**src/hw/projection_pkg.sv**
```systemverilog
`default_nettype none

package projection_pkg;

  // ----------------------------------------
  // line geometry
  // ----------------------------------------
  localparam int LINE_WIDTH = 1024;
  localparam int COL_W      = 12;

  // mark window keeps the edge columns out
  localparam int COL_MIN = 3;
  localparam int COL_MAX = 1021;

  // ----------------------------------------
  // result list
  // ----------------------------------------
  localparam int MAX_TARGETS = 8;
  localparam int CNT_W       = 4;

  // binarized pixel word where zero means dark
  localparam int PIX_W = 24;

  // sequencer phases
  typedef enum logic [2:0] {
    INIT       = 3'd0,
    WAIT_FRAME = 3'd1,
    ACCUMULATE = 3'd2,
    SCAN       = 3'd3,
    CLEAR      = 3'd4
  } phase_t;

endpackage

`default_nettype wire
```
**src/hw/projection_top.sv**
```systemverilog
`timescale 1ns/1ps
`default_nettype none

module projection_top
  import projection_pkg::*;
(
  input  wire                                pixelclk,
  input  wire                                reset_n,
  input  wire  [PIX_W-1:0]                   i_binary,
  input  wire                                i_hs,
  input  wire                                i_vs,
  input  wire                                i_de,
  input  wire  [COL_W-1:0]                   i_hcount,
  input  wire  [COL_W-1:0]                   i_vcount,
  output logic [MAX_TARGETS-1:0][COL_W-1:0]  o_left,
  output logic [MAX_TARGETS-1:0][COL_W-1:0]  o_right,
  output logic [CNT_W-1:0]                   o_count,
  output logic                               o_valid
);

  // memory ports
  logic             wr_en;
  logic [COL_W-1:0] wr_addr;
  logic             wr_bit;
  logic [COL_W-1:0] rd_addr;

  // sweep stream
  logic             scan_start;
  logic             scan_valid;
  logic [COL_W-1:0] scan_col;
  logic             scan_bit;
  logic             scan_done;

  logic [MAX_TARGETS-1:0][COL_W-1:0] left_cols;
  logic [MAX_TARGETS-1:0][COL_W-1:0] right_cols;
  logic [CNT_W-1:0]                  right_count;

  frame_sequencer u_sequencer (
    .pixelclk     (pixelclk),
    .reset_n      (reset_n),
    .i_binary     (i_binary),
    .i_vs         (i_vs),
    .i_de         (i_de),
    .i_hcount     (i_hcount),
    .o_wr_en      (wr_en),
    .o_wr_addr    (wr_addr),
    .o_wr_bit     (wr_bit),
    .o_rd_addr    (rd_addr),
    .o_scan_start (scan_start),
    .o_scan_valid (scan_valid),
    .o_scan_col   (scan_col),
    .o_scan_done  (scan_done)
  );

  column_map_ram #(
    .DEPTH  (LINE_WIDTH),
    .ADDR_W (COL_W)
  ) u_ram (
    .pixelclk  (pixelclk),
    .i_wr_en   (wr_en),
    .i_wr_addr (wr_addr),
    .i_wr_bit  (wr_bit),
    .i_rd_addr (rd_addr),
    .o_rd_bit  (scan_bit)
  );

  // ----------------------------------------
  // run boundary finders
  // ----------------------------------------
  run_edge_finder #(.FALLING(1'b0)) u_left_finder (
    .pixelclk     (pixelclk),
    .reset_n      (reset_n),
    .i_scan_start (scan_start),
    .i_scan_valid (scan_valid),
    .i_scan_col   (scan_col),
    .i_scan_bit   (scan_bit),
    .o_cols       (left_cols),
    .o_count      ()
  );

  run_edge_finder #(.FALLING(1'b1)) u_right_finder (
    .pixelclk     (pixelclk),
    .reset_n      (reset_n),
    .i_scan_start (scan_start),
    .i_scan_valid (scan_valid),
    .i_scan_col   (scan_col),
    .i_scan_bit   (scan_bit),
    .o_cols       (right_cols),
    .o_count      (right_count)
  );

  target_list_assembler u_assembler (
    .pixelclk      (pixelclk),
    .reset_n       (reset_n),
    .i_scan_done   (scan_done),
    .i_left_cols   (left_cols),
    .i_right_cols  (right_cols),
    .i_right_count (right_count),
    .o_left        (o_left),
    .o_right       (o_right),
    .o_count       (o_count),
    .o_valid       (o_valid)
  );

endmodule

`default_nettype wire

```
**src/hw/target_list_assembler.sv**
```systemverilog
`timescale 1ns/1ps
`default_nettype none

module target_list_assembler
  import projection_pkg::*;
(
  input  wire                                pixelclk,
  input  wire                                reset_n,
  input  wire                                i_scan_done,
  input  wire  [MAX_TARGETS-1:0][COL_W-1:0]  i_left_cols,
  input  wire  [MAX_TARGETS-1:0][COL_W-1:0]  i_right_cols,
  input  wire  [CNT_W-1:0]                   i_right_count,
  output logic [MAX_TARGETS-1:0][COL_W-1:0]  o_left,
  output logic [MAX_TARGETS-1:0][COL_W-1:0]  o_right,
  output logic [CNT_W-1:0]                   o_count,
  output logic                               o_valid
);

  // ----------------------------------------
  // publish register
  // ----------------------------------------
  always_ff @(posedge pixelclk or negedge reset_n) begin
    if (!reset_n) begin
      o_left  <= '0;
      o_right <= '0;
      o_count <= '0;
      o_valid <= 1'b0;
    end else begin
      o_valid <= i_scan_done;
      // list holds until the next sweep ends
      if (i_scan_done) begin
        o_left  <= i_left_cols;
        o_right <= i_right_cols;
        o_count <= i_right_count;
      end
    end
  end

endmodule

`default_nettype wire

```
**src/hw/run_edge_finder.sv**
```systemverilog
`timescale 1ns/1ps
`default_nettype none

module run_edge_finder
  import projection_pkg::*;
#(
  parameter bit FALLING = 1'b0
) (
  input  wire                                pixelclk,
  input  wire                                reset_n,
  input  wire                                i_scan_start,
  input  wire                                i_scan_valid,
  input  wire  [COL_W-1:0]                   i_scan_col,
  input  wire                                i_scan_bit,
  output logic [MAX_TARGETS-1:0][COL_W-1:0]  o_cols,
  output logic [CNT_W-1:0]                   o_count
);

  localparam int SLOT_W = $clog2(MAX_TARGETS);

  logic prev_bit;
  logic edge_hit;
  logic slot_free;

  // rising instance sees 0 to 1 and falling instance sees 1 to 0
  assign edge_hit  = FALLING ? (prev_bit & ~i_scan_bit) : (~prev_bit & i_scan_bit);
  assign slot_free = (o_count < CNT_W'(MAX_TARGETS));

  always_ff @(posedge pixelclk or negedge reset_n) begin
    if (!reset_n) begin
      prev_bit <= 1'b0;
      o_cols   <= '0;
      o_count  <= '0;
    end else if (i_scan_start) begin
      prev_bit <= 1'b0;
      o_cols   <= '0;
      o_count  <= '0;
    end else if (i_scan_valid) begin
      prev_bit <= i_scan_bit;
      // extra edges past the last slot are dropped
      if (edge_hit && slot_free) begin
        if (FALLING) begin
          // run ended on the column before this one
          o_cols[o_count[SLOT_W-1:0]] <= i_scan_col - 1'b1;
        end else begin
          o_cols[o_count[SLOT_W-1:0]] <= i_scan_col;
        end
        o_count <= o_count + 1'b1;
      end
    end
  end

endmodule

`default_nettype wire

```
**src/hw/frame_sequencer.sv**
```systemverilog
`timescale 1ns/1ps
`default_nettype none

module frame_sequencer
  import projection_pkg::*;
(
  input  wire              pixelclk,
  input  wire              reset_n,
  input  wire  [PIX_W-1:0] i_binary,
  input  wire              i_vs,
  input  wire              i_de,
  input  wire  [COL_W-1:0] i_hcount,
  output logic             o_wr_en,
  output logic [COL_W-1:0] o_wr_addr,
  output logic             o_wr_bit,
  output logic [COL_W-1:0] o_rd_addr,
  output logic             o_scan_start,
  output logic             o_scan_valid,
  output logic [COL_W-1:0] o_scan_col,
  output logic             o_scan_done
);

  logic             vs_r;
  logic             vs_fall;
  phase_t           phase;
  logic [COL_W-1:0] addr;
  logic             addr_last;
  logic             pix_hit;
  logic             scan_last;

  // ----------------------------------------
  // vsync falling edge
  // ----------------------------------------
  always_ff @(posedge pixelclk or negedge reset_n) begin
    if (!reset_n) begin
      vs_r <= 1'b0;
    end else begin
      vs_r <= i_vs;
    end
  end

  assign vs_fall = vs_r & ~i_vs;

  assign addr_last = (addr == COL_W'(LINE_WIDTH - 1));

  // dark active pixel inside the column window
  assign pix_hit = i_de && (i_binary == '0) &&
                   (i_hcount >= COL_W'(COL_MIN)) && (i_hcount <= COL_W'(COL_MAX));

  // ----------------------------------------
  // phase FSM and shared address counter
  // ----------------------------------------
  always_ff @(posedge pixelclk or negedge reset_n) begin
    if (!reset_n) begin
      phase        <= INIT;
      addr         <= '0;
      o_scan_start <= 1'b0;
    end else begin
      o_scan_start <= 1'b0;
      case (phase)
        INIT, CLEAR: begin
          addr <= addr + 1'b1;
          if (addr_last) begin
            phase <= WAIT_FRAME;
            addr  <= '0;
          end
        end
        WAIT_FRAME: begin
          if (vs_fall) begin
            phase <= ACCUMULATE;
          end
        end
        ACCUMULATE: begin
          // start pulse lands one cycle ahead of column 0
          if (vs_fall) begin
            phase        <= SCAN;
            addr         <= '0;
            o_scan_start <= 1'b1;
          end
        end
        SCAN: begin
          addr <= addr + 1'b1;
          if (addr_last) begin
            phase <= CLEAR;
            addr  <= '0;
          end
        end
        default: begin
          phase <= INIT;
          addr  <= '0;
        end
      endcase
    end
  end

  assign o_rd_addr = addr;

  // ----------------------------------------
  // memory write port
  // ----------------------------------------
  always_ff @(posedge pixelclk or negedge reset_n) begin
    if (!reset_n) begin
      o_wr_en   <= 1'b0;
      o_wr_addr <= '0;
      o_wr_bit  <= 1'b0;
    end else begin
      case (phase)
        INIT, CLEAR: begin
          o_wr_en   <= 1'b1;
          o_wr_addr <= addr;
          o_wr_bit  <= 1'b0;
        end
        ACCUMULATE: begin
          o_wr_en   <= pix_hit;
          o_wr_addr <= i_hcount;
          o_wr_bit  <= 1'b1;
        end
        default: begin
          o_wr_en <= 1'b0;
        end
      endcase
    end
  end

  // ----------------------------------------
  // sweep stream aligned to read data
  // ----------------------------------------
  always_ff @(posedge pixelclk or negedge reset_n) begin
    if (!reset_n) begin
      o_scan_valid <= 1'b0;
      o_scan_col   <= '0;
      scan_last    <= 1'b0;
      o_scan_done  <= 1'b0;
    end else begin
      o_scan_valid <= (phase == SCAN);
      o_scan_col   <= addr;
      scan_last    <= (phase == SCAN) && addr_last;
      // done follows the last beat by one cycle
      o_scan_done  <= scan_last;
    end
  end

endmodule

`default_nettype wire

```
**src/hw/column_map_ram.sv**
```systemverilog
`timescale 1ns/1ps
`default_nettype none

module column_map_ram #(
  parameter int DEPTH  = 1024,
  parameter int ADDR_W = 12
) (
  input  wire              pixelclk,
  input  wire              i_wr_en,
  input  wire [ADDR_W-1:0] i_wr_addr,
  input  wire              i_wr_bit,
  input  wire [ADDR_W-1:0] i_rd_addr,
  output logic             o_rd_bit
);

  // address bits actually needed to index the array
  localparam int IDX_W = $clog2(DEPTH);

  // one mark bit per column
  logic mem [DEPTH];

  always_ff @(posedge pixelclk) begin
    if (i_wr_en) begin
      mem[i_wr_addr[IDX_W-1:0]] <= i_wr_bit;
    end
  end

  // registered read with one cycle latency
  always_ff @(posedge pixelclk) begin
    o_rd_bit <= mem[i_rd_addr[IDX_W-1:0]];
  end

endmodule

`default_nettype wire

```
**config.mk**
```make
export PLATFORM = sky130hd
export DESIGN_NAME = projection_top
export DESIGN_NICKNAME = d
export VERILOG_FILES = /design/src/hw/projection_pkg.sv /design/src/hw/projection_top.sv /design/src/hw/target_list_assembler.sv /design/src/hw/run_edge_finder.sv /design/src/hw/frame_sequencer.sv /design/src/hw/column_map_ram.sv
export SDC_FILE = /design/constraint.sdc
export NUM_CORES = 2
export LEC_CHECK = 0
export BUFFER_PORTS_ARGS = -buffer_cell sky130_fd_sc_hd__buf_2
export CORE_MARGIN = 1.5
export CORE_UTILIZATION = 55
export DETAILED_ROUTE_END_ITERATION = 8
export PLACE_DENSITY = 0.74
export SETUP_SLACK_MARGIN = 0.1
export SYNTH_ARGS = -nofsm -noshare
export SYNTH_HDL_FRONTEND = slang
export SYNTH_SLANG_ARGS = --single-unit
```
**constraint.sdc**
```tcl
create_clock -name pixelclk -period 17.4 [get_ports pixelclk]
set_clock_uncertainty 0.2 [all_clocks]
set_input_delay 0.87 -clock pixelclk [delete_from_list [all_inputs] [get_ports pixelclk]]
set_output_delay 0.87 -clock pixelclk [all_outputs]
set_load 0.03 [all_outputs]
```
# Yosys cells after proc, flatten, opt, wreduce, memory -nomap -nowiden
# Memory sizes are Yosys's and may differ from the RTL's. A register that Yosys moved wholly into a read port is not among the register bits.
# Index checks and enable logic that the tools add are counted.
# word_totals
register_bits	442
latch_bits	0
ram_bits	1024
romBits	0
in_bits	53
out_inout_bits	197
elab_cells	132
memories	1
# memory_table
memory	words	width	rd	rd_clocked_by_memory_dff	wr	line	rtl
u_ram.mem	1024	1	1	1	1	column_map_ram.sv:20	logic mem [DEPTH];
# op_classes
n_addsub	4
n_mul	0
n_div	0
magnitude_cmp	8
n_eq_ne	9
n_shift	0
mux	35
bitwise_logic	7
n_reduce_logical	20
# ops
cell	count
$mux 96	6
$bwmux 96	2
$demux 12 s3	2
$mux 12	4
$pmux 12 s3	1
$logic_not 24->1	1
$mux 4	6
$pmux 10 s2	1
$add 12x1->12 const B	1
$eq 12x10->1 const B	1
$ge 12x2->1 const B	1
$le 12x10->1 const B	1
$mux 3	4
$pmux 3 s4	1
$sub 12x1->12 const B	1
$add 4x1->4 const B	2
$logic_and 1x1->1	8
$lt 3x4->1 const B	2
$lt 4x4->1 const B	2
$ne 2x1->1 const B	4
$reduce_bool 2->1	4
$eq 3x2->1 const B	2
$ge 3x1->1 const B	2
$mux 1	6
other kinds (10)	18

# Depth between registers and ports, before layout
# depth
ltp_word	8
depth_mapped	13
mapped_depth_nobuf	9

# Hierarchy
# A second synthesis with hierarchy kept.
# hier_totals
cells_unflattened	4376
hier_area_um2	63053.0
# modules_own_cells
mod	instances	cells_each	area_each_um2	seq_area_each_um2
column_map_ram	1	3112	44656.6	30769.5
target_list_assembler	1	415	7878.8	4929.7
run_edge_finder (u_left_finder)	1	367	4598.2	2527.4
run_edge_finder (u_right_finder)	1	299	3892.5	2527.4
frame_sequencer	1	183	2026.9	1151.1

# Worst setup path before layout
# Ideal clock, no wire load.
# synth_path
path_kind	reg-to-reg
start	register u_sequencer.o_wr_bit
end	memory u_ram.mem[0] (data pin)
setup_ps	2607
t_arrival_ps	11827
required_ps	14593
path_slack_ps	2767
path_stages_with_launch	1
n_path_buf	0
synth_period_minus_slack_ps	14633
cell_sequence	dfrtp_1
# synth_rtl
item	line	rtl
start: declaration	frame_sequencer.sv:15	output logic o_wr_bit,
start signal: assignment	frame_sequencer.sv:105	o_wr_bit <= 1'b0;
start signal: assignment	frame_sequencer.sv:111	o_wr_bit <= 1'b0;
start signal: assignment	frame_sequencer.sv:116	o_wr_bit <= 1'b1;
end: declaration	column_map_ram.sv:20	
# Straight into the memory's write port.

==> metrics.txt <==
Ports 250; nets@finish 4,689; Tot Pwr 6782 uW; global-route wire length before repair 234.0 mm; RD Place Congestion 0.7939; cell chain of the critical path buf_4 > buf_4 > buf_4 > mux4_2 > a2111oi_2 > a21oi_1 > a221oi_2 > nand4_1 > o221ai_1 > o311ai_1; crit start category flip-flop; total CTS buffers 149; PostCTS Resize Cnt 0; CTS clk-pin slew, worst paths 60 ps; CTS hold repair buffers 1; vias in the first global route 37,670; #FFs+latches synth 1,467; clk buf depth 3; Initial Utilization 55.63%; Slew Viols, Final 0; # port buffers 236; die area 114,400 um2; Multi-input gate area 18,190 um2; RR Endpoint u_ram.o_rd_bit; final hold violation count 0; Worst slew margin 0.4770%; Max IR drop VDD 0.09444 mV; initial antenna violation count 4; slowest stage delay, CP 1020 ps; WP data arrival 6260 ps; crit path time final 5853 ps; Setup-failing EPs final 0; highest-delay cell along the critical path dfrtp_4; fraction of registers with async set/reset 30.13%; RSZ-0062 raised after global routing false; min-delay worst type input port to flip-flop; Util after Layout 61.68%; Setup crit end u_ram.o_rd_bit; CTS HTree Levels 4; Die Width 338.3 um; Synth Flop Type edfxtp_1; crit path from u_sequencer.o_rd_addr[0]; most frequent cells in the layout nor2_1, edfxtp_1, dfrtp_1, mux2i_1, buf_2; Reg2Reg Setup Slack 11,550 ps; Placed Cells 5,968; Area contributors post-synth edfxtp_1, dfrtp_1, nor2_1; pin count of the biggest net entering global routing 325; most frequent CP cell buf_4; CP bufs+invs 3; ANT nets after route 0; Synth Cell Area 61,820 um2; Gate Count Post-Synth 4,573; synth-to-layout area growth 10.87%; Crit path max-delay family buffers and inverters; Mapped Avg Cell Area 13.52 um2; area share of the largest cell type after synthesis 49.74%; total gr overflow 0; Max Clock Freq 0.1708 GHz; final std cells w/o fill 6,243; Storage cell area 41,860 um2; drt first pass iters 8; CTS tree yes; Post-synth EDFFs 1,024; DRC violations left 0; sequential share of the synthesized area 67.66%; Final Cycle Share 33.64%; reg2reg start u_sequencer.o_rd_addr[0]; cell taking the most area after synthesis edfxtp_1; actual slew at the worst max-slew pin 1493 ps; TNS Setup 0 ps; P_leak 0.02184 uW; clk root buf clkbuf_16; vias per cell 6.175; post-synthesis cell type count 68; share of cells above drive strength 1 19.62%; Setup CP Type flip-flop to flip-flop; worst path required time 17,810 ps; Core Region 111,100 um2; HPWL after detailed placement 84.60 mm; GRT Total Usage 27.10%; FILL cells 8,319; Die Y 338.3 um; YS warnings 0; Post CTS Setup Buffer Count 0; Syn Nets 4,630; outcome complete, no violations; Power Density 98.94 nW/um2; WL/cell 24.95 um; drt first-iter violations 4,512; commonest non-fill, non-tap cell in the layout nor2_1; Max Cap Violations 0; via count 38,550; # rows 122; R2R depth 10; Clk Latency, worst-skew pair 760 ps; crit path max fanout 49; Crit. path cell count 10; Crit. End Element flip-flop; Sink Count 1,467; Routed WL 155.8 mm
## kinds of logic (layout without fill, tap and decap cells)
kind of cell,after synthesis,count (layout),share of synthesized area [%]
buf+inv,433,611,3.192
mux,628,628,13.70
xor+xnor,14,14,0.1983
compound gates,470,470,5.151
fa+ha+maj,4,4,0.08096
other cells,0,4,0
flops,1467,1467,67.66
simple gates,1557,1557,10.02
## layout make-up
cell class | instances | share of cell area (%)
flip-flops and latches | 1467 | 61.06
multi-input cells | 2673 | 26.54
clock buffers | 205 | 6.168
repair buffers | 332 | 2.848
well taps | 1488 | 2.716
clock inverters | 65 | 0.5969
inverters | 9 | 0.04929
diodes | 4 | 0.01460
## where the power goes
group	internal, uW	total [uW]	switching, uW
clock network	1730	3050	1320
logic	4.80	28.5	23.7
registers	3700	3700	0.0401
total	5440	6780	1340
## worst min-delay path by stage
stage | start | to | slack (ps) | cells after the start
2_1_floorplan | u_sequencer.scan_last | u_sequencer.o_scan_done | 130 | 0
3_3_place_gp | u_sequencer.scan_last | u_sequencer.o_scan_done | 130 | 0
4_1_cts | i_vs | u_sequencer.vs_r | 30 | 1
3_5_place_dp | u_sequencer.scan_last | u_sequencer.o_scan_done | 140 | 0
6_report | i_vs | u_sequencer.vs_r | 80 | 1
5_1_grt | i_vs | u_sequencer.vs_r | 50 | 1
## stage by stage
stage	hold slack [ps]	setup WS (ps)	cell area, um2
floorplan	131.2	2767	61820
global placement	133.2	11560	63890
detailed placement	138.6	11550	63890
CTS	29.84	11490	68530
global route	46.60	11210	68540
finish	75.31	11550	68540
## cell usage after synthesis (3+ instances only)
cell	number
a211oi_1	94
a21o_1	3
a21oi_1	131
a221oi_1	52
and2_1	6
and3_1	4
buf_1	42
buf_12	4
buf_2	31
buf_4	9
buf_6	19
buf_8	6
clkbuf_1	313
dfrtp_1	442
edfxtp_1	1024
ha_1	4
inv_1	8
mux2_2	196
mux2i_1	280
mux4_1	9
mux4_2	143
nand2_1	184
nand2b_1	10
nand3_1	40
nand3b_1	6
nand4_1	11
nor2_1	1220
nor2b_1	6
nor3_1	25
nor3b_1	9
nor4_1	12
o21ai_0	68
o21ai_1	8
o221ai_1	48
o22a_1	21
o22ai_1	16
o31ai_1	7
or2_2	9
or3_1	5
xnor2_1	10
xor2_1	4
## per-layer routing
layer	vias to the layer above	global-route usage [%]	part of all wire [%]
li1	16660	-	-
met2	2029	43.61	48
met3	359	4.998	9.8
met5	-	0	0
met1	19510	36.98	39
met4	0	10.28	3.7
## state kept, by name (all words and copies together) (netlist names), 4 cells and up
register / cells
u_left_finder.o_count: 4
u_assembler.o_left: 96
u_sequencer.o_wr_addr: 10
u_assembler.o_count: 4
u_sequencer.o_rd_addr: 12
u_left_finder.o_cols: 96
u_ram.mem: 1024
u_right_finder.o_count: 4
u_sequencer.o_scan_col: 12
u_assembler.o_right: 96
u_right_finder.o_cols: 96
Note: power is estimated with default switching activity, not from simulation.
